File: config.mk
export PLATFORM = sky130hd
export DESIGN_NAME = dz_top
export DESIGN_NICKNAME = d
export VERILOG_FILES = /design/src/hw/dz_pkg.sv /design/src/hw/dz_show.sv /design/src/hw/dz_top.sv /design/src/hw/glyph_seq.sv /design/src/hw/row_timer.sv
export SDC_FILE = /design/constraint.sdc
export NUM_CORES = 1
export LEC_CHECK = 0
export BUFFER_PORTS_ARGS = -buffer_cell sky130_fd_sc_hd__buf_2
export CORE_UTILIZATION = 53
export DETAILED_ROUTE_END_ITERATION = 8
export PLACE_DENSITY = 0.77
export SYNTH_ARGS = -nofsm -noshare
export SYNTH_HDL_FRONTEND = slang
export SYNTH_SLANG_ARGS = --single-unit
File: constraint.sdc
create_clock -name clk -period 2.15 [get_ports clk]
set_clock_uncertainty 0.15 [all_clocks]
set_input_delay 0.43 -clock clk [delete_from_list [all_inputs] [get_ports clk]]
set_output_delay 0.43 -clock clk [all_outputs]
set_load 0.02 [all_outputs]
File: src/hw/dz_pkg.sv
package dz_pkg;

    localparam int NUM_ROWS = 8;
    localparam int GLYPH_W = 4;

    // scan rate, small for simulation
    localparam int ROW_DIV = 16;

    // animation pacing
    localparam int FRAMES_PER_STEP = 3;
    localparam logic [GLYPH_W-1:0] ANIM_LAST = 4'd4;

    // colour class of a glyph
    typedef enum logic [1:0]
    {
        HUE_GREEN,  // red plane dark
        HUE_AMBER,  // red follows green
        HUE_WARM,   // red follows green only while temp is set
        HUE_OFF     // blank
    } hue_t;

    // column words, row 0 first, bit set = lit
    localparam logic [NUM_ROWS-1:0] glyph_bitmap [16][NUM_ROWS] = '{
        // 0..4 grow from a small blob to a full disc
        '{8'b0000_0000, 8'b0000_0000, 8'b0001_1000, 8'b0011_1100,
          8'b0011_1100, 8'b0001_1000, 8'b0000_0000, 8'b0000_0000},
        '{8'b0000_0000, 8'b0000_0000, 8'b0011_1000, 8'b0111_1100,
          8'b0111_1100, 8'b0011_1000, 8'b0000_0000, 8'b0000_0000},
        '{8'b0000_0000, 8'b0000_0000, 8'b0011_1100, 8'b0111_1110,
          8'b0111_1110, 8'b0011_1100, 8'b0000_0000, 8'b0000_0000},
        '{8'b0000_0000, 8'b0011_1100, 8'b0111_1110, 8'b0111_1110,
          8'b0111_1110, 8'b0111_1110, 8'b0011_1100, 8'b0000_0000},
        '{8'b0011_1100, 8'b0111_1110, 8'b1111_1111, 8'b1111_1111,
          8'b1111_1111, 8'b1111_1111, 8'b0111_1110, 8'b0011_1100},
        // 5 full panel
        '{8'b1111_1111, 8'b1111_1111, 8'b1111_1111, 8'b1111_1111,
          8'b1111_1111, 8'b1111_1111, 8'b1111_1111, 8'b1111_1111},
        '{8'b1100_0011, 8'b1110_0011, 8'b1111_0001, 8'b1110_0011,
          8'b1100_0111, 8'b1110_0111, 8'b1111_0111, 8'b1111_1011},
        '{8'b0000_0000, 8'b0000_0001, 8'b1000_0001, 8'b1100_0011,
          8'b1000_0011, 8'b1100_0111, 8'b1110_0111, 8'b1111_0011},
        '{8'b0000_0000, 8'b0011_1000, 8'b0100_0100, 8'b0101_1010,
          8'b0100_1010, 8'b0011_0010, 8'b1100_0100, 8'b0011_1000},
        '{8'b0000_0000, 8'b0000_0000, 8'b0110_0000, 8'b1111_1100,
          8'b0011_1111, 8'b0011_1110, 8'b0001_1100, 8'b0000_0000},
        '{8'b0000_0000, 8'b0000_0000, 8'b0001_1000, 8'b0011_1100,
          8'b0111_1110, 8'b0111_1110, 8'b0010_0100, 8'b0000_0000},
        '{8'b1110_0000, 8'b0110_0000, 8'b1110_0000, 8'b0011_0000,
          8'b0011_0001, 8'b0011_0011, 8'b0011_1110, 8'b0001_1100},
        // 12..15 unused, blank
        '{8'b0000_0000, 8'b0000_0000, 8'b0000_0000, 8'b0000_0000,
          8'b0000_0000, 8'b0000_0000, 8'b0000_0000, 8'b0000_0000},
        '{8'b0000_0000, 8'b0000_0000, 8'b0000_0000, 8'b0000_0000,
          8'b0000_0000, 8'b0000_0000, 8'b0000_0000, 8'b0000_0000},
        '{8'b0000_0000, 8'b0000_0000, 8'b0000_0000, 8'b0000_0000,
          8'b0000_0000, 8'b0000_0000, 8'b0000_0000, 8'b0000_0000},
        '{8'b0000_0000, 8'b0000_0000, 8'b0000_0000, 8'b0000_0000,
          8'b0000_0000, 8'b0000_0000, 8'b0000_0000, 8'b0000_0000}
    };

    // hue class per glyph
    localparam hue_t glyph_hue [16] = '{
        HUE_WARM,   // 0
        HUE_WARM,
        HUE_WARM,
        HUE_WARM,
        HUE_WARM,
        HUE_WARM,   // 5
        HUE_AMBER,
        HUE_AMBER,
        HUE_AMBER,
        HUE_AMBER,
        HUE_GREEN,  // 10
        HUE_AMBER,
        HUE_OFF,
        HUE_OFF,
        HUE_OFF,
        HUE_OFF
    };

endpackage

File: src/hw/dz_show.sv
`timescale 1ns/10ps

module dz_show
    import dz_pkg::*;
(
    input  logic                clk,
    input  logic                rst,
    input  logic                st,
    input  logic                temp,
    input  logic                row_step,
    input  logic [GLYPH_W-1:0]  glyph,
    output logic [NUM_ROWS-1:0] row,
    output logic [NUM_ROWS-1:0] colg,
    output logic [NUM_ROWS-1:0] colr,
    output logic                frame_done
);

    logic [$clog2(NUM_ROWS)-1:0] row_idx;
    logic [GLYPH_W-1:0]          glyph_q;

    hue_t                        hue;
    logic                        red_on;
    logic [NUM_ROWS-1:0]         green_w;
    logic [NUM_ROWS-1:0]         red_w;
    logic [NUM_ROWS-1:0]         row_sel;

    // last row being left behind
    assign frame_done = row_step && (row_idx == NUM_ROWS - 1);

    // row scan and glyph latch
    always_ff @(posedge clk or posedge rst)
    begin
        if (rst)
        begin
            row_idx <= '0;
            glyph_q <= '0;
        end
        else if (!st)
        begin
            row_idx <= '0;
            glyph_q <= '0;
        end
        else if (row_step)
        begin
            if (frame_done)
            begin
                row_idx <= '0;
                glyph_q <= glyph;  // new glyph only at the top
            end
            else
            begin
                row_idx <= row_idx + 1'b1;
            end
        end
    end

    always_comb
    begin
        hue = glyph_hue[glyph_q];

        if (hue == HUE_OFF)
            green_w = '0;
        else
            green_w = glyph_bitmap[glyph_q][row_idx];

        // amber = both planes lit
        red_on = (hue == HUE_AMBER) || ((hue == HUE_WARM) && temp);
        red_w  = red_on ? green_w : '0;

        row_sel = {{(NUM_ROWS-1){1'b0}}, 1'b1} << row_idx;
    end

    // output registers one cycle behind row_idx/glyph_q
    always_ff @(posedge clk or posedge rst)
    begin
        if (rst)
        begin
            row  <= '1;
            colg <= '0;
            colr <= '0;
        end
        else if (!st)
        begin
            row  <= '1;  // blank
            colg <= '0;
            colr <= '0;
        end
        else
        begin
            row  <= ~row_sel;  // active low
            colg <= green_w;
            colr <= red_w;
        end
    end

    a_row_one_low: assert property (
        @(posedge clk) disable iff (rst)
        (row == '1) || $onehot(~row)
    );

    // a scanned row is held until the next strobe
    a_row_hold: assert property (
        @(posedge clk) disable iff (rst)
        (st && $past(st) && !$past(row_step, 2) && $past(row) != '1) |-> $stable(row)
    );

endmodule

File: src/hw/dz_top.sv
`timescale 1ns/10ps

module dz_top
    import dz_pkg::*;
(
    input  logic                clk,
    input  logic                rst,
    input  logic                st,
    input  logic                anim,
    input  logic                temp,
    input  logic [GLYPH_W-1:0]  num,
    output logic [NUM_ROWS-1:0] row,
    output logic [NUM_ROWS-1:0] colg,
    output logic [NUM_ROWS-1:0] colr
);

    logic               row_step;
    logic               frame_done;
    logic [GLYPH_W-1:0] glyph;

    row_timer u_timer (
        .clk      (clk),
        .rst      (rst),
        .st       (st),
        .row_step (row_step)
    );

    glyph_seq u_seq (
        .clk        (clk),
        .rst        (rst),
        .st         (st),
        .anim       (anim),
        .frame_done (frame_done),
        .num        (num),
        .glyph      (glyph)
    );

    dz_show u_show (
        .clk        (clk),
        .rst        (rst),
        .st         (st),
        .temp       (temp),
        .row_step   (row_step),
        .glyph      (glyph),
        .row        (row),
        .colg       (colg),
        .colr       (colr),
        .frame_done (frame_done)
    );

endmodule

File: src/hw/glyph_seq.sv
`timescale 1ns/10ps

module glyph_seq
    import dz_pkg::*;
(
    input  logic               clk,
    input  logic               rst,
    input  logic               st,
    input  logic               anim,
    input  logic               frame_done,
    input  logic [GLYPH_W-1:0] num,
    output logic [GLYPH_W-1:0] glyph
);

    logic [$clog2(FRAMES_PER_STEP)-1:0] frame_cnt;
    logic [GLYPH_W-1:0]                 step;
    logic [GLYPH_W-1:0]                 num_q;
    logic                               step_due;

    // last frame of the current animation glyph
    assign step_due = frame_done && (frame_cnt == FRAMES_PER_STEP - 1);

    always_ff @(posedge clk or posedge rst)
    begin
        if (rst)
        begin
            frame_cnt <= '0;
            step      <= '0;
        end
        else if (!st || !anim)
        begin
            // restart from glyph 0 next time
            frame_cnt <= '0;
            step      <= '0;
        end
        else if (step_due)
        begin
            frame_cnt <= '0;
            if (step == ANIM_LAST)
                step <= '0;
            else
                step <= step + 1'b1;
        end
        else if (frame_done)
        begin
            frame_cnt <= frame_cnt + 1'b1;
        end
    end

    always_ff @(posedge clk or posedge rst)
    begin
        if (rst)
            num_q <= '0;
        else
            num_q <= num;  // static path
    end

    // dz_show only samples this at the wrap
    assign glyph = anim ? step : num_q;

    a_anim_range: assert property (
        @(posedge clk) disable iff (rst)
        anim |-> (glyph <= ANIM_LAST)
    );

endmodule

File: src/hw/row_timer.sv
`timescale 1ns/10ps

module row_timer
    import dz_pkg::*;
(
    input  logic clk,
    input  logic rst,
    input  logic st,
    output logic row_step
);

    logic [$clog2(ROW_DIV)-1:0] cnt;

    always_ff @(posedge clk or posedge rst)
    begin
        if (rst)
            cnt <= '0;
        else if (!st)
            cnt <= '0;  // held idle while disabled
        else if (cnt == ROW_DIV - 1)
            cnt <= '0;
        else
            cnt <= cnt + 1'b1;
    end

    assign row_step = st && (cnt == ROW_DIV - 1);

    // strobe spacing
    a_step_single: assert property (
        @(posedge clk) disable iff (rst)
        row_step |=> !row_step
    );

endmodule

# Word level (Yosys, flattened, before mapping)
# Memories as Yosys holds them, arrays and structs flattened.
# Cells that the tools add are included.
# word_totals
reg_bits	45
mem_bits_ro	1056
input_bits	9
wordCells	68
memories	2
# classes
addsub	4
order_cmp	2
eq_ne	9
shifts	1
n_mux	27
n_bitwise	3
reduce_logical	11
# mem_list
memory	depth	word_bits	read_ports	rd_ports_with_merged_regs	write_ports	line	source
(name not given)	16	64	1	0	0	dz_show.sv:64	green_w = glyph_bitmap[glyph_q][row_idx];
(name not given)	16	2	1	0	0	dz_show.sv:59	hue = glyph_hue[glyph_q];
# ops
op	count
two-way mux 64 bit	2
two-way mux 8 bit	7
two-way mux 4 bit	9
binary-select mux 8 bit (select 3 bit)	1
two-way mux 2 bit	5
two-way mux 3 bit	3
adder 4 x 1 -> 4 bit, second input constant	2
NOT 8 bit	1
<< shifter 1 x 3 -> 8 bit, first input constant	1
equality test 2 bit, second input constant	3
greater-or-equal comparator 5 bit, second input constant	1
NOT 4 -> 5 bit	1
equality test 4 x 3 -> 1 bit, second input constant	1
equality test 4 bit, second input constant	1
greater-or-equal comparator 4 bit, second input constant	1
logical AND 1 bit	4
!= test 2 x 1 -> 1 bit, second input constant	2
NOT 3 -> 4 bit	1
adder 3 x 1 -> 3 bit, second input constant	1
equality test 3 bit, second input constant	1
nonzero test 3 bit	1
adder 2 x 1 -> 2 bit, second input constant	1
equality test 2 x 1 -> 1 bit, second input constant	1
logical NOT 1 bit	2
3 further kinds	4

# Longest topological paths before layout
# Gate-level depths: netlist of the first run.
# logic_depth
word_depth	10
mapped_depth	9
mapped_depth_nobuf	7

# Hierarchy
# Synthesis of the first run repeated with hierarchy kept, for this count alone.
# unflattened
hier_cells	308
hier_area_um2	2924.1
# by_module_without_submodules
module	instances	cells_per_inst	area_each_um2
dz_show	1	249	2253.4
glyph_seq	1	43	493.0
row_timer	1	16	177.7

# Worst setup path before layout of the first run
# No wires, ideal clock.
# synth_path
path_type	register -> register
start	reg u_show.glyph_q[1]
end	reg u_show.colg[6]
setup_time_ns	0.123
t_arrival_ns	1.835
t_required_ns	1.877
slack_ns	0.043
path_stages_with_launch	8
path_cell_list	dfrtp_1 -> inv_1 -> ha_1 -> or3b_2 -> a31oi_1 -> a32oi_1 -> o22ai_1 -> nor2_1
# synth_between
elab_chain_cells	9
elab_cells_between_ends	13
cone_classes	eq/ne: 1; mux: 9; bitwise: 1; memory: 2
# synth_rtl
item	line	source
from (decl)	dz_show.sv:19	logic [GLYPH_W-1:0] glyph_q;
from (signal assigned)	dz_show.sv:48	glyph_q <= glyph;
NOT 4 -> 5 bit (implied by the code) (*)	dz_show.sv:59, dz_show.sv:64	
memory (16 x 64 bit)	n/a	
two-way mux 64 bit (implied by the code) (2 in series)	dz_show.sv:64	
binary-select mux 8 bit (select 3 bit)	dz_show.sv:64	
two-way mux 8 bit (implied by the code) (2 in series)	dz_show.sv:64	
two-way mux 8 bit (*)	dz_show.sv:61	if (hue == HUE_OFF)
two-way mux 8 bit (*)	dz_show.sv:82	else if (!st)
to (signal assigned)	dz_show.sv:91	colg <= green_w;
to (decl)	dz_show.sv:13	output logic [NUM_ROWS-1:0] colg,
# Every way passes the cells marked *; elsewhere a longest branch is shown, timed or not. The select of a mux whose other input is x is not followed.
# A chain may end at the register's enable or synchronous reset.

# Final worst setup path of the first run
# layout_path
start	reg u_show.glyph_q[1]
end	reg u_show.colr[5]
# layout_between
elab_chain_cells	10
elab_cells_between_ends	18
cone_classes	eq/ne: 3; mux: 10; bitwise: 1; reduce/logical: 2; memory: 2
# layout_rtl
item	line	source
NOT 4 -> 5 bit (implied by the code) (*)	dz_show.sv:59, dz_show.sv:64	
memory (16 x 64 bit)	n/a	
two-way mux 64 bit (implied by the code) (2 in series)	dz_show.sv:64	
binary-select mux 8 bit (select 3 bit)	dz_show.sv:64	
two-way mux 8 bit (implied by the code) (2 in series)	dz_show.sv:64	
two-way mux 8 bit	dz_show.sv:61	
two-way mux 8 bit (*)	dz_show.sv:68	red_w = red_on ? green_w : '0;
two-way mux 8 bit (*)	dz_show.sv:82	
to (signal assigned)	dz_show.sv:92	colr <= red_w;
to (decl)	dz_show.sv:14	output logic [NUM_ROWS-1:0] colr,
# Marked as above.

==> metrics.yaml, run 1 <==
global_routing:
  grt_pass1_vias: 2155
  grt_start_max_net_pins: 34
  antenna_found_initial: 0
  grt_pass1_wl_um: 10480
  grt.total_usage_pct: 25.05
  grt.overflow.total: 0
drt:
  post_drt_wl_per_cell_um: 15.01
  routed_wl_um: 6350
  viasPerCell: 5.726
  vias: 2422
  drc: 0
  dr.pass1.iters: 8
  final_antenna_net_count: 0
  drtIter0Drc: 265
placement:
  dp_slack_ns: 0.04652
  place_congestion: 0.9687
  dp_cells: 412
  port_buffers: 32
  hpwl_um: 4812
  place_area_um2: 3189
pwr:
  leakagePower_nw: 1.577
  power.density_nw_per_um2: 462.3
  peakVddDrop_mv: 0.3696
clock_network:
  clockBufferDepth: 2
  clk_pin_slew_ns: 0.08
  root_buffer: "clkbuf_8"
  numClockSinks: 45
  htreeDepth: 2
  insertion_delay_ns: 0.29
  cts_buffers: 5
  cts_tree: "built"
timing:
  tightest_slew_ns: 0.4290
  period_share_pct: 96.03
  layout_setup_ws_ns: 0.08539
  maxSlewViolCount: 0
  tns_ns: 0
  final-hold-violation-count: 0
  rsz0062_at_grt: "false"
  clock.fmax_mhz: 484.4
  slew_headroom_pct: 71.15
  period_minus_slack_ns: 2.065
  setup_violations: 0
worst_setup_path:
  timing.rr.start: "u_show.glyph_q[1]"
  cp.required_ns: 2.22
  arrival_ns: 2.13
  startpoint: "u_show.glyph_q[1]"
  critical_path_class: "reg2reg"
  worst_setup_path_start_kind: "register"
  end_kind: "register"
  crit_fanout: 7
synthesis:
  ys_seq_elements: 45
  synth.distinct_cells: 51
  synth-main-ff-cell: "dfrtp_1"
  synth_nets: 327
  ys_warn_count: 0
  netlist_instances: 297
  avgSynthCellArea_um2: 9.298
  synth-async-reset-ratio_pct: 100.0
  syn_area_um2: 2761
  yosysSeqAreaShare_pct: 41.14
  synth_edf_count: 0
floorplanning:
  fp.dieH_um: 74.18
  ios: 33
  fp-row-count: 25
  core_area_um2: 4880
  dieWidth_um: 74.18
  start_util_pct: 56.59
  die_area_um2: 5503
hold_path:
  hold_path.class: "in2reg"
  worstHoldStart: "num[1]"
cells_and_area:
  layout.cells.non_filler: 423
  layout-drive-gt1-share_pct: 27.81
  final_util_pct: 68.44
  final_area_um2: 3339
  n_antenna_cell: 0
  syn_to_final_growth_pct: 20.93
  nNetsFinal: 385
status:
  status: "finished, final reports clean"
flow_run:
  cap_violations: 0
## logic make-up after synthesis
logic type / after synthesis / share of synthesized area, %
simple gates: 109 / 21.48
compound gates: 80 / 19.08
flops: 45 / 41.14
buf+inv: 31 / 4.803
fa+ha+maj: 21 / 9.515
mux: 9 / 3.353
xor+xnor: 2 / 0.6345
## registers in the layout, indices dropped and copies added (netlist names)
signal           cells
u_show.colg          8
u_timer.cnt          4
u_seq.frame_cnt      2
u_seq.num_q          4
u_show.row_idx       3
u_show.row           8
u_show.colr          8
u_seq.step           4
u_show.glyph_q       4
## through the flow
step	total power, mW	hold WS (ns)
after floorplan	0.9169	0.3019
after global placement	0.9420	0.2344
after detailed placement	0.9440	0.2435
after CTS	1.556	0.08410
after global routing	1.599	0.06994
final	1.544	0.09048
## routing by layer
metal | vias to the layer above | track usage (%) | share of wire [%]
li1 | 1161 | - | -
met1 | 1113 | 35.64 | 46
met2 | 126 | 38.28 | 45
met3 | 22 | 4.472 | 6.2
met4 | 0 | 8.761 | 2.7
met5 | - | 0 | 0
## synthesized netlist by cell type, types with 2 or more instances
cell      number  area [um2]
a211oi_1       4       30.03
a21o_1         2       15.01
a21oi_1       22       110.1
a22o_1         2       17.52
a311oi_1       2       17.52
a31oi_1        5       31.28
and2_1         8       50.05
buf_2          7       35.03
clkbuf_1      10       37.54
dfrtp_1       37       925.9
dfstp_2        8       210.2
ha_1          21       262.8
inv_1         13       48.80
mux2_2         2       22.52
mux2i_1        7       70.07
nand2_1       25       93.84
nand2b_1      12       75.07
nand3_1       11       55.05
nand3b_1       4       30.03
nor2_1        21       78.83
nor2b_1       12       75.07
nor3b_1        4       30.03
o211a_1        2       20.02
o211ai_1       4       30.03
o21ai_0       17       85.08
o221ai_1       3       26.28
o22a_1         2       17.52
o22ai_1        2       12.51
o311a_1        3       30.03
or2_2          4       25.02
## layout make-up
type | count | area, um2
clock buffers | 6 | 72.57
flip-flops and latches | 45 | 1139
well taps | 67 | 83.83
repair buffers | 69 | 452.9
multi-input cells | 221 | 1504
inverters | 13 | 48.80
fillers | 385 | 1540
clock inverters | 2 | 38.79
## path summary, 6_finish.rpt
check                            endpoint  slack (ns)  cells past startpoint
max reg2reg                u_show.colr[5]        0.09                      9
max                        u_show.colr[5]        0.09                      9
min                        u_seq.num_q[1]        0.09                      1
max in group asynchronous   u_show.row[7]        0.79                      4
min in group asynchronous  u_timer.cnt[3]        0.47                      3
min reg2reg                u_timer.cnt[0]        0.35                      1
## power breakdown
part | switching (mW) | internal [mW]
Sequential | 0.00653 | 0.856
Combinational | 0.0404 | 0.0248
Clock | 0.265 | 0.351
Total | 0.312 | 1.23
## worst max-delay path, cell delays in order (launching register included)
cell	delay, ns
dfrtp_1	0.41
inv_2	0.08
buf_4	0.13
ha_1	0.20
buf_4	0.17
nand2_1	0.07
a21oi_1	0.07
a211oi_1	0.35
o21ai_0	0.19
a21oi_1	0.17
## cells in the final DEF, fill, tap and decap left out, types with 2 or more instances in the layout
master | netlist | layout
a211oi_1 | 4 | 4
a21o_1 | 2 | 2
a21oi_1 | 22 | 22
a22o_1 | 2 | 2
a311oi_1 | 2 | 2
a31oi_1 | 5 | 5
and2_1 | 8 | 8
buf_2 | 7 | 32
buf_4 | 0 | 35
clkbuf_8 | 0 | 5
dfrtp_1 | 37 | 35
dfrtp_2 | 0 | 2
dfstp_2 | 8 | 8
ha_1 | 21 | 20
inv_1 | 13 | 10
inv_2 | 0 | 2
mux2_2 | 2 | 2
mux2i_1 | 7 | 7
nand2_1 | 25 | 25
nand2b_1 | 12 | 12
nand3_1 | 11 | 11
nand3b_1 | 4 | 4
nor2_1 | 21 | 21
nor2b_1 | 12 | 12
nor3b_1 | 4 | 4
o211a_1 | 2 | 2
o211ai_1 | 4 | 4
o21ai_0 | 17 | 14
o21ai_1 | 0 | 3
o221ai_1 | 3 | 3
o22a_1 | 2 | 2
o22ai_1 | 2 | 2
o311a_1 | 3 | 3
or2_2 | 4 | 4
## repair_timing
| action | CTS | global route |
|---|---|---|
| hold buffers | 1 | 0 |
| gates resized for setup | 0 | 11 |
| endpoints found under the hold margin | 5 | 0 |
| setup endpoints to repair | 0 | 14 |
| setup buffers | 0 | 2 |
(Power assumes the default switching activity.)
==> inputs of run 2 (changes only) <==
PLACE_DENSITY = 0.76   (was 0.77)
SYNTH_HIERARCHICAL = 1   (was unset)
==> metrics.yaml, run 2 <==
status:
  status: "finished, final reports clean"
synthesis:
  ys_warn_count: 6  # +6
  synth_area_leader_cell: "dfrtp_1"
  ys_seq_elements: 45  # unchanged
  netlist_instances: 308  # +3.7%
  synth_top_area_share_pct: 31.66  # -1.9 points
  syn_area_um2: 2924  # +5.9%
  synth_edf_count: 0  # unchanged
  synthTopCellsByCount: "dfrtp_1 (37), nand2_1 (27), nor2_1 (25)"
  yosys-top-cells-area: "dfrtp_1 (32%), ha_1 (9.0%), dfstp_2 (7.2%), nor2b_1 (3.9%), nand2_1 (3.5%)"
  synth-main-ff-cell: "dfrtp_1"
  yosysSeqAreaShare_pct: 38.85  # -2.3 points
  synth-async-reset-ratio_pct: 100.0  # unchanged
  synth_nets: 338  # +3.4%
  synth.distinct_cells: 67  # +31%
  synth.most_common_cell: "dfrtp_1"
  avgSynthCellArea_um2: 9.494  # +2.1%
clock_network:
  htreeDepth: 2  # unchanged
  insertion_delay_ns: 0.30  # about the same
  numClockSinks: 45  # unchanged
  clockBufferDepth: 2  # unchanged
  cts_buffers: 5  # unchanged
  root_buffer: "clkbuf_8"
  clk_pin_slew_ns: 0.09  # about the same
  cts_tree: "built"
drt:
  viasPerCell: 5.924  # +3.5%
  drtIter0Drc: 370  # +40%
  post_drt_wl_per_cell_um: 15.73  # +4.8%
  vias: 2577  # +6.4%
  routed_wl_um: 6842  # +7.7%
  drc: 0  # unchanged
  dr.pass1.iters: 6  # -2
  final_antenna_net_count: 0  # unchanged
hold_path:
  worstHoldStart: "num[3]"
  hold_path_depth: 1  # unchanged
  holdPathEnd: "u_seq/num_q[3]"
  hold_path.class: "in2reg"
floorplanning:
  core_area_um2: 5205  # +6.7%
  fp-row-count: 26  # +4.0%
  ios: 33  # unchanged
  start_util_pct: 56.18  # -0.41 points
  dieWidth_um: 76.28  # +2.8%
  die_area_um2: 5818  # +5.7%
  fp.dieH_um: 76.28  # +2.8%
worst_setup_path:
  timing.rr.start: "u_show/glyph_q[1]"
  rr_endpoint: "u_show/colr[5]"
  critical_path_class: "reg2reg"
  crit_family: "compound AO/OA/AOI/OAI gates"
  slowest_delay_ns: 0.42  # about the same
  end_kind: "register"
  rr_worst_depth: 7  # -2
  reg2reg_setup_slack_ns: 0.06  # -0.03 ns
  crit_fanout: 5  # -2
  cp.required_ns: 2.19  # -0.03 ns
  slowest_stage: "o311ai_1"
  path_cells: "buf_4 > ha_1 > nor2_4 > o311ai_1 > a211oi_1 > a31o_1 > nor2b_1"
  worst_setup_path_start_kind: "register"
  arrival_ns: 2.14  # about the same
  crit_buf_inv: 1  # -2
flow_run:
  cap_violations: 0  # unchanged
global_routing:
  grt_pass1_vias: 2395  # +11%
  antenna_found_initial: 0  # unchanged
  use_met3_pct: 5.629  # +1.2 points
  top_usage_layer: "met2"
  grtUsageMet1_pct: 28.78  # -6.9 points
  grt.overflow.total: 0  # unchanged
  grt.total_usage_pct: 24.15  # -0.90 points
  grt_pass1_wl_um: 11170  # +6.6%
  use_met2_pct: 40.63  # +2.3 points
  grt_start_max_net_pins: 34  # unchanged
pwr:
  peakVddDrop_mv: 0.3182  # -14%
  power.density_nw_per_um2: 454.1  # -1.8%
  power_mw: 1.593  # +3.2%
  leakagePower_nw: 1.633  # +3.6%
placement:
  dp_cells: 423  # +2.7%
  hpwl_um: 4881  # +1.4%
  place_congestion: 0.9530  # -1.6%
  dp_slack_ns: 0.04347  # -0.003042 ns
  place_area_um2: 3309  # +3.8%
  port_buffers: 32  # unchanged
timing:
  whs_ns: 0.07493  # -0.01555 ns
  period_share_pct: 97.36  # +1.3 points
  slew_headroom_pct: 69.60  # -1.6 points
  layout_setup_ws_ns: 0.05667  # -0.02872 ns
  tns_ns: 0  # unchanged
  setup_violations: 0  # unchanged
  rsz0062_at_grt: "true"
  period_minus_slack_ns: 2.093  # +0.02872 ns
  maxSlewViolCount: 0  # unchanged
  tightest_slew_ns: 0.4560  # +0.02695 ns
  clock.fmax_mhz: 477.7  # -1.4%
  final-hold-violation-count: 0  # unchanged
cells_and_area:
  multi_input_comb_area_um2: 1664  # +11%
  final_area_um2: 3508  # +5.1%
  syn_to_final_growth_pct: 19.98
  reg_top3: "u_show/colg (8), u_show/colr (8), u_show/row (8)"
  layout_common_cells: "buf_4 (34), dfrtp_1 (34), buf_2 (32), nand2_1 (27), nor2_1 (23)"
  regArea_um2: 1140  # +0.11%
  layout.cells.non_filler: 435  # +2.8%
  nNetsFinal: 394  # +2.3%
  nFillCells: 404  # +4.9%
  final_util_pct: 67.40  # -1.0 points
  layout-drive-gt1-share_pct: 31.23  # +3.4 points
  n_antenna_cell: 0  # unchanged
[run 2: cell types whose count changed after synthesis, sizes merged, moves of 3 or more]
cell    delta
buf        +8
nand2b     -4
nor2b      +6
mux2       +3
and2       -5
nor2       +4
o311a      -3
o311ai     +3
a21oi      -9
a21boi     +5
a31o       +3
clkbuf     -7
[run 2: cell families after synthesis]
kind of cell    count (synthesis)  synth area share (%)
flops                          45                 38.85
buf+inv                        33                 5.862
compound gates                 78                 19.21
mux                            14                 5.135
xor+xnor                        1                0.2996
fa+ha+maj                      21                 8.986
simple gates                  116                 21.65
[run 2: area by class of cell]
class	instances	area share, %
Multi-Input combinational cell	230	47.43
Sequential cell	45	32.49
Timing Repair Buffer	68	12.70
Tap cell	70	2.496
Clock buffer	5	1.961
Inverter	14	1.498
Clock inverter	3	1.427
[run 2: how the worst max path moves through the flow]
stage,start,end,depth (start not counted)
4_1_cts,u_show/glyph_q[0],u_show/colr[6],7
3_5_place_dp,u_show/glyph_q[0],u_show/colr[6],7
2_1_floorplan,u_show/glyph_q[1],u_show/colr[5],7
5_1_grt,u_show/glyph_q[2],u_show/colg[2],6
6_report,u_show/glyph_q[1],u_show/colr[5],7
3_3_place_gp,u_show/glyph_q[0],u_show/colr[6],6
[run 2: layer usage]
metal	part of all wire, %	wire [um]
met1	40	2711
met2	49	3335
met3	7.7	524
met4	4.0	272
met5	0	0
[run 2: repair_timing]
item	in CTS	in global routing
hold endpoints to repair	14	0
resized for setup	0	15
endpoints found under the setup margin	0	11
hold buffers	1	0
buffers inserted	0	3
[run 2: power by group]
group          total, mW  internal, mW  switching, mW  leakage [nW]
logic             0.0697        0.0273         0.0424         0.988
clock network      0.662         0.356          0.306        0.0603
registers          0.862         0.856        0.00542         0.584
total               1.59          1.24          0.354          1.63
==> inputs of run 3 (changes only) <==
CORE_UTILIZATION = 30   (was 53)
PLACE_DENSITY = unset   (was 0.76)
==> metrics.yaml, run 3 (synthesis gave the netlist of run 2 again) <==
floorplanning:
  dieWidth_um: 100.7  # +32%
  ios: 33  # unchanged
  start_util_pct: 31.35  # -25 points
  die_area_um2: 10150  # +74%
  fp.dieH_um: 100.7  # +32%
  core_area_um2: 9328  # +79%
  fp-row-count: 35  # +35%
global_routing:
  grt_pass1_wl_um: 11210  # +0.37%
  grt.overflow.total: 0  # unchanged
  antenna_found_initial: 0  # unchanged
  grt.total_usage_pct: 13.98  # -10 points
  grt_pass1_vias: 2307  # -3.7%
  grt_start_max_net_pins: 47  # +38%
timing:
  final-hold-violation-count: 0  # unchanged
  slew_headroom_pct: 70.77  # +1.2 points
  clock.fmax_mhz: 490.3  # +2.6%
  layout_setup_ws_ns: 0.1105  # +0.05383 ns
  rsz0062_at_grt: "true"
  period_minus_slack_ns: 2.040  # -0.05383 ns
  setup_violations: 0  # unchanged
  tns_ns: 0  # unchanged
  period_share_pct: 94.86  # -2.5 points
  whs_ns: 0.07999  # +0.005062 ns
  maxSlewViolCount: 0  # unchanged
  tightest_slew_ns: 0.4380  # -0.01802 ns
cells_and_area:
  layout_common_cells: "dfrtp_1 (36), buf_2 (32), nand2_1 (27), buf_4 (26), nor2_1 (23)"
  final_area_um2: 3527  # +0.54%
  nNetsFinal: 388  # -1.5%
  n_antenna_cell: 0  # unchanged
  layout-drive-gt1-share_pct: 29.81  # -1.4 points
  layout.cells.non_filler: 488  # +12%
  reg_top3: "u_show/colg (8), u_show/colr (8), u_show/row (8)"
  final_util_pct: 37.81  # -30 points
  syn_to_final_growth_pct: 20.62
  final_common_cell: "dfrtp_1"
clock_network:
  cts_tree: "built"
  numClockSinks: 45  # unchanged
  insertion_delay_ns: 0.30  # about the same
  clk_pin_slew_ns: 0.09  # about the same
  root_buffer: "clkbuf_8"
  clockBufferDepth: 2  # unchanged
  cts_buffers: 5  # unchanged
  htreeDepth: 2  # unchanged
worst_setup_path:
  critical_path_class: "reg2reg"
  startpoint: "u_show/glyph_q[0]"
  slowest_stage: "dfrtp_1"
  path_cells: "inv_2 > buf_4 > ha_1 > nor2_1 > a211oi_1 > o31a_1 > a31o_1 > nor2b_1"
  rr_worst_depth: 8  # +1
  reg2reg_setup_slack_ns: 0.11  # +0.05 ns
  end_kind: "register"
  crit_fanout: 5  # unchanged
  worst_setup_path_start_kind: "register"
  slowest_delay_ns: 0.41  # about the same
  timing.rr.start: "u_show/glyph_q[0]"
  cp.required_ns: 2.19  # about the same
  rr_endpoint: "u_show/colr[6]"
  arrival_ns: 2.08  # -0.06 ns
pwr:
  swShare_pct: 24.26  # +2.1 points
  power.density_nw_per_um2: 417.8  # -8.0%
  power_mw: 1.474  # -7.5%
  seqPwrFrac_pct: 58.5  # +4.4 points
  peakVddDrop_mv: 0.2081  # -35%
  p_comb_share_pct: 4.9  # +0.5 points
  switchingPower_mw: 0.3575  # +1.1%
  leakagePower_nw: 1.595  # -2.3%
  internal-power_mw: 1.116  # -10%
  clock_power_share_pct: 36.6  # -4.9 points
drt:
  drtIter0Drc: 159  # -57%
  drc: 0  # unchanged
  final_antenna_net_count: 0  # unchanged
  post_drt_wl_per_cell_um: 13.89  # -12%
  dr.pass1.iters: 4  # -2
  viasPerCell: 4.984  # -16%
  vias: 2432  # -5.6%
  routed_wl_um: 6778  # -0.94%
placement:
  place_area_um2: 3378  # +2.1%
  dp_slack_ns: 0.05080  # +0.007330 ns
  hpwl_um: 5104  # +4.6%
  place_congestion: 0.9005  # -5.5%
  dp_cells: 478  # +13%
  port_buffers: 32  # unchanged
status:
  status: "finished, final reports clean"
flow_run:
  cap_violations: 0  # unchanged
hold_path:
  hold_path.class: "in2reg"
  holdPathEnd: "u_seq/num_q[1]"
  hold_path_depth: 1  # unchanged
  worstHoldStart: "num[1]"
-- run 3: cell types whose count changed in the layout (fill, tap and decap cells not counted), moves of 2 or more --
cell	before	now
buf_4	34	26
o311ai_2	0	2
buf_12	1	3
o311ai_1	4	2
o21ai_0	10	12
o21ai_1	4	2
dfrtp_1	34	36
dfrtp_2	3	1
-- run 3: worst max path at each step --
| stage | end | slack [ns] |
|---|---|---|
| floorplan | u_show/colr[5] | 0.03 |
| global placement | u_show/colr[5] | 0.07 |
| detailed placement | u_show/colr[6] | 0.05 |
| CTS | u_show/colr[6] | 0.03 |
| global route | u_show/colr[5] | -0.06 |
| finish | u_show/colr[6] | 0.11 |
-- run 3: layer usage --
layer	vias up	GRT usage (%)	wire [um]
met5	-	0	0
met4	0	5.128	178
met3	15	2.913	331
met2	88	22.66	3135
met1	1128	18.36	3132
li1	1201	-	-
-- run 3: cell type report --
| cell class | count | area, um2 |
|---|---|---|
| fill | 935 | 5801 |
| multi-input combinational | 230 | 1660 |
| sequential | 45 | 1137 |
| timing repair buffer | 62 | 425.4 |
| tap | 129 | 161.4 |
| clock buffer | 5 | 68.82 |
| inverter | 14 | 52.55 |
| clock inverter | 3 | 21.27 |
-- run 3: power by group through the flow --
stage	clock network [mW]	registers (mW)	logic, mW
global route	0.585	0.863	0.0830
CTS	0.555	0.862	0.0741
global placement	0	0.878	0.0716
detailed placement	0	0.878	0.0725
floorplan	0	0.878	0.0414
finish	0.539	0.862	0.0728
-- run 3: worst max-delay path, delay by kind of cell, from the launching register on --
kind | cells | cell delay [ns]
flops | 1 | 0.41
simple gates | 2 | 0.27
buf+inv | 2 | 0.22
compound gates | 3 | 0.61
fa+ha+maj | 1 | 0.28
-- run 3: timing repair --
action                                 CTS  global route
buffers inserted                         0             1
resized for setup                        0            10
hold buffers                             1             0
endpoints found under the hold margin   14             0
setup endpoints to repair                0             7
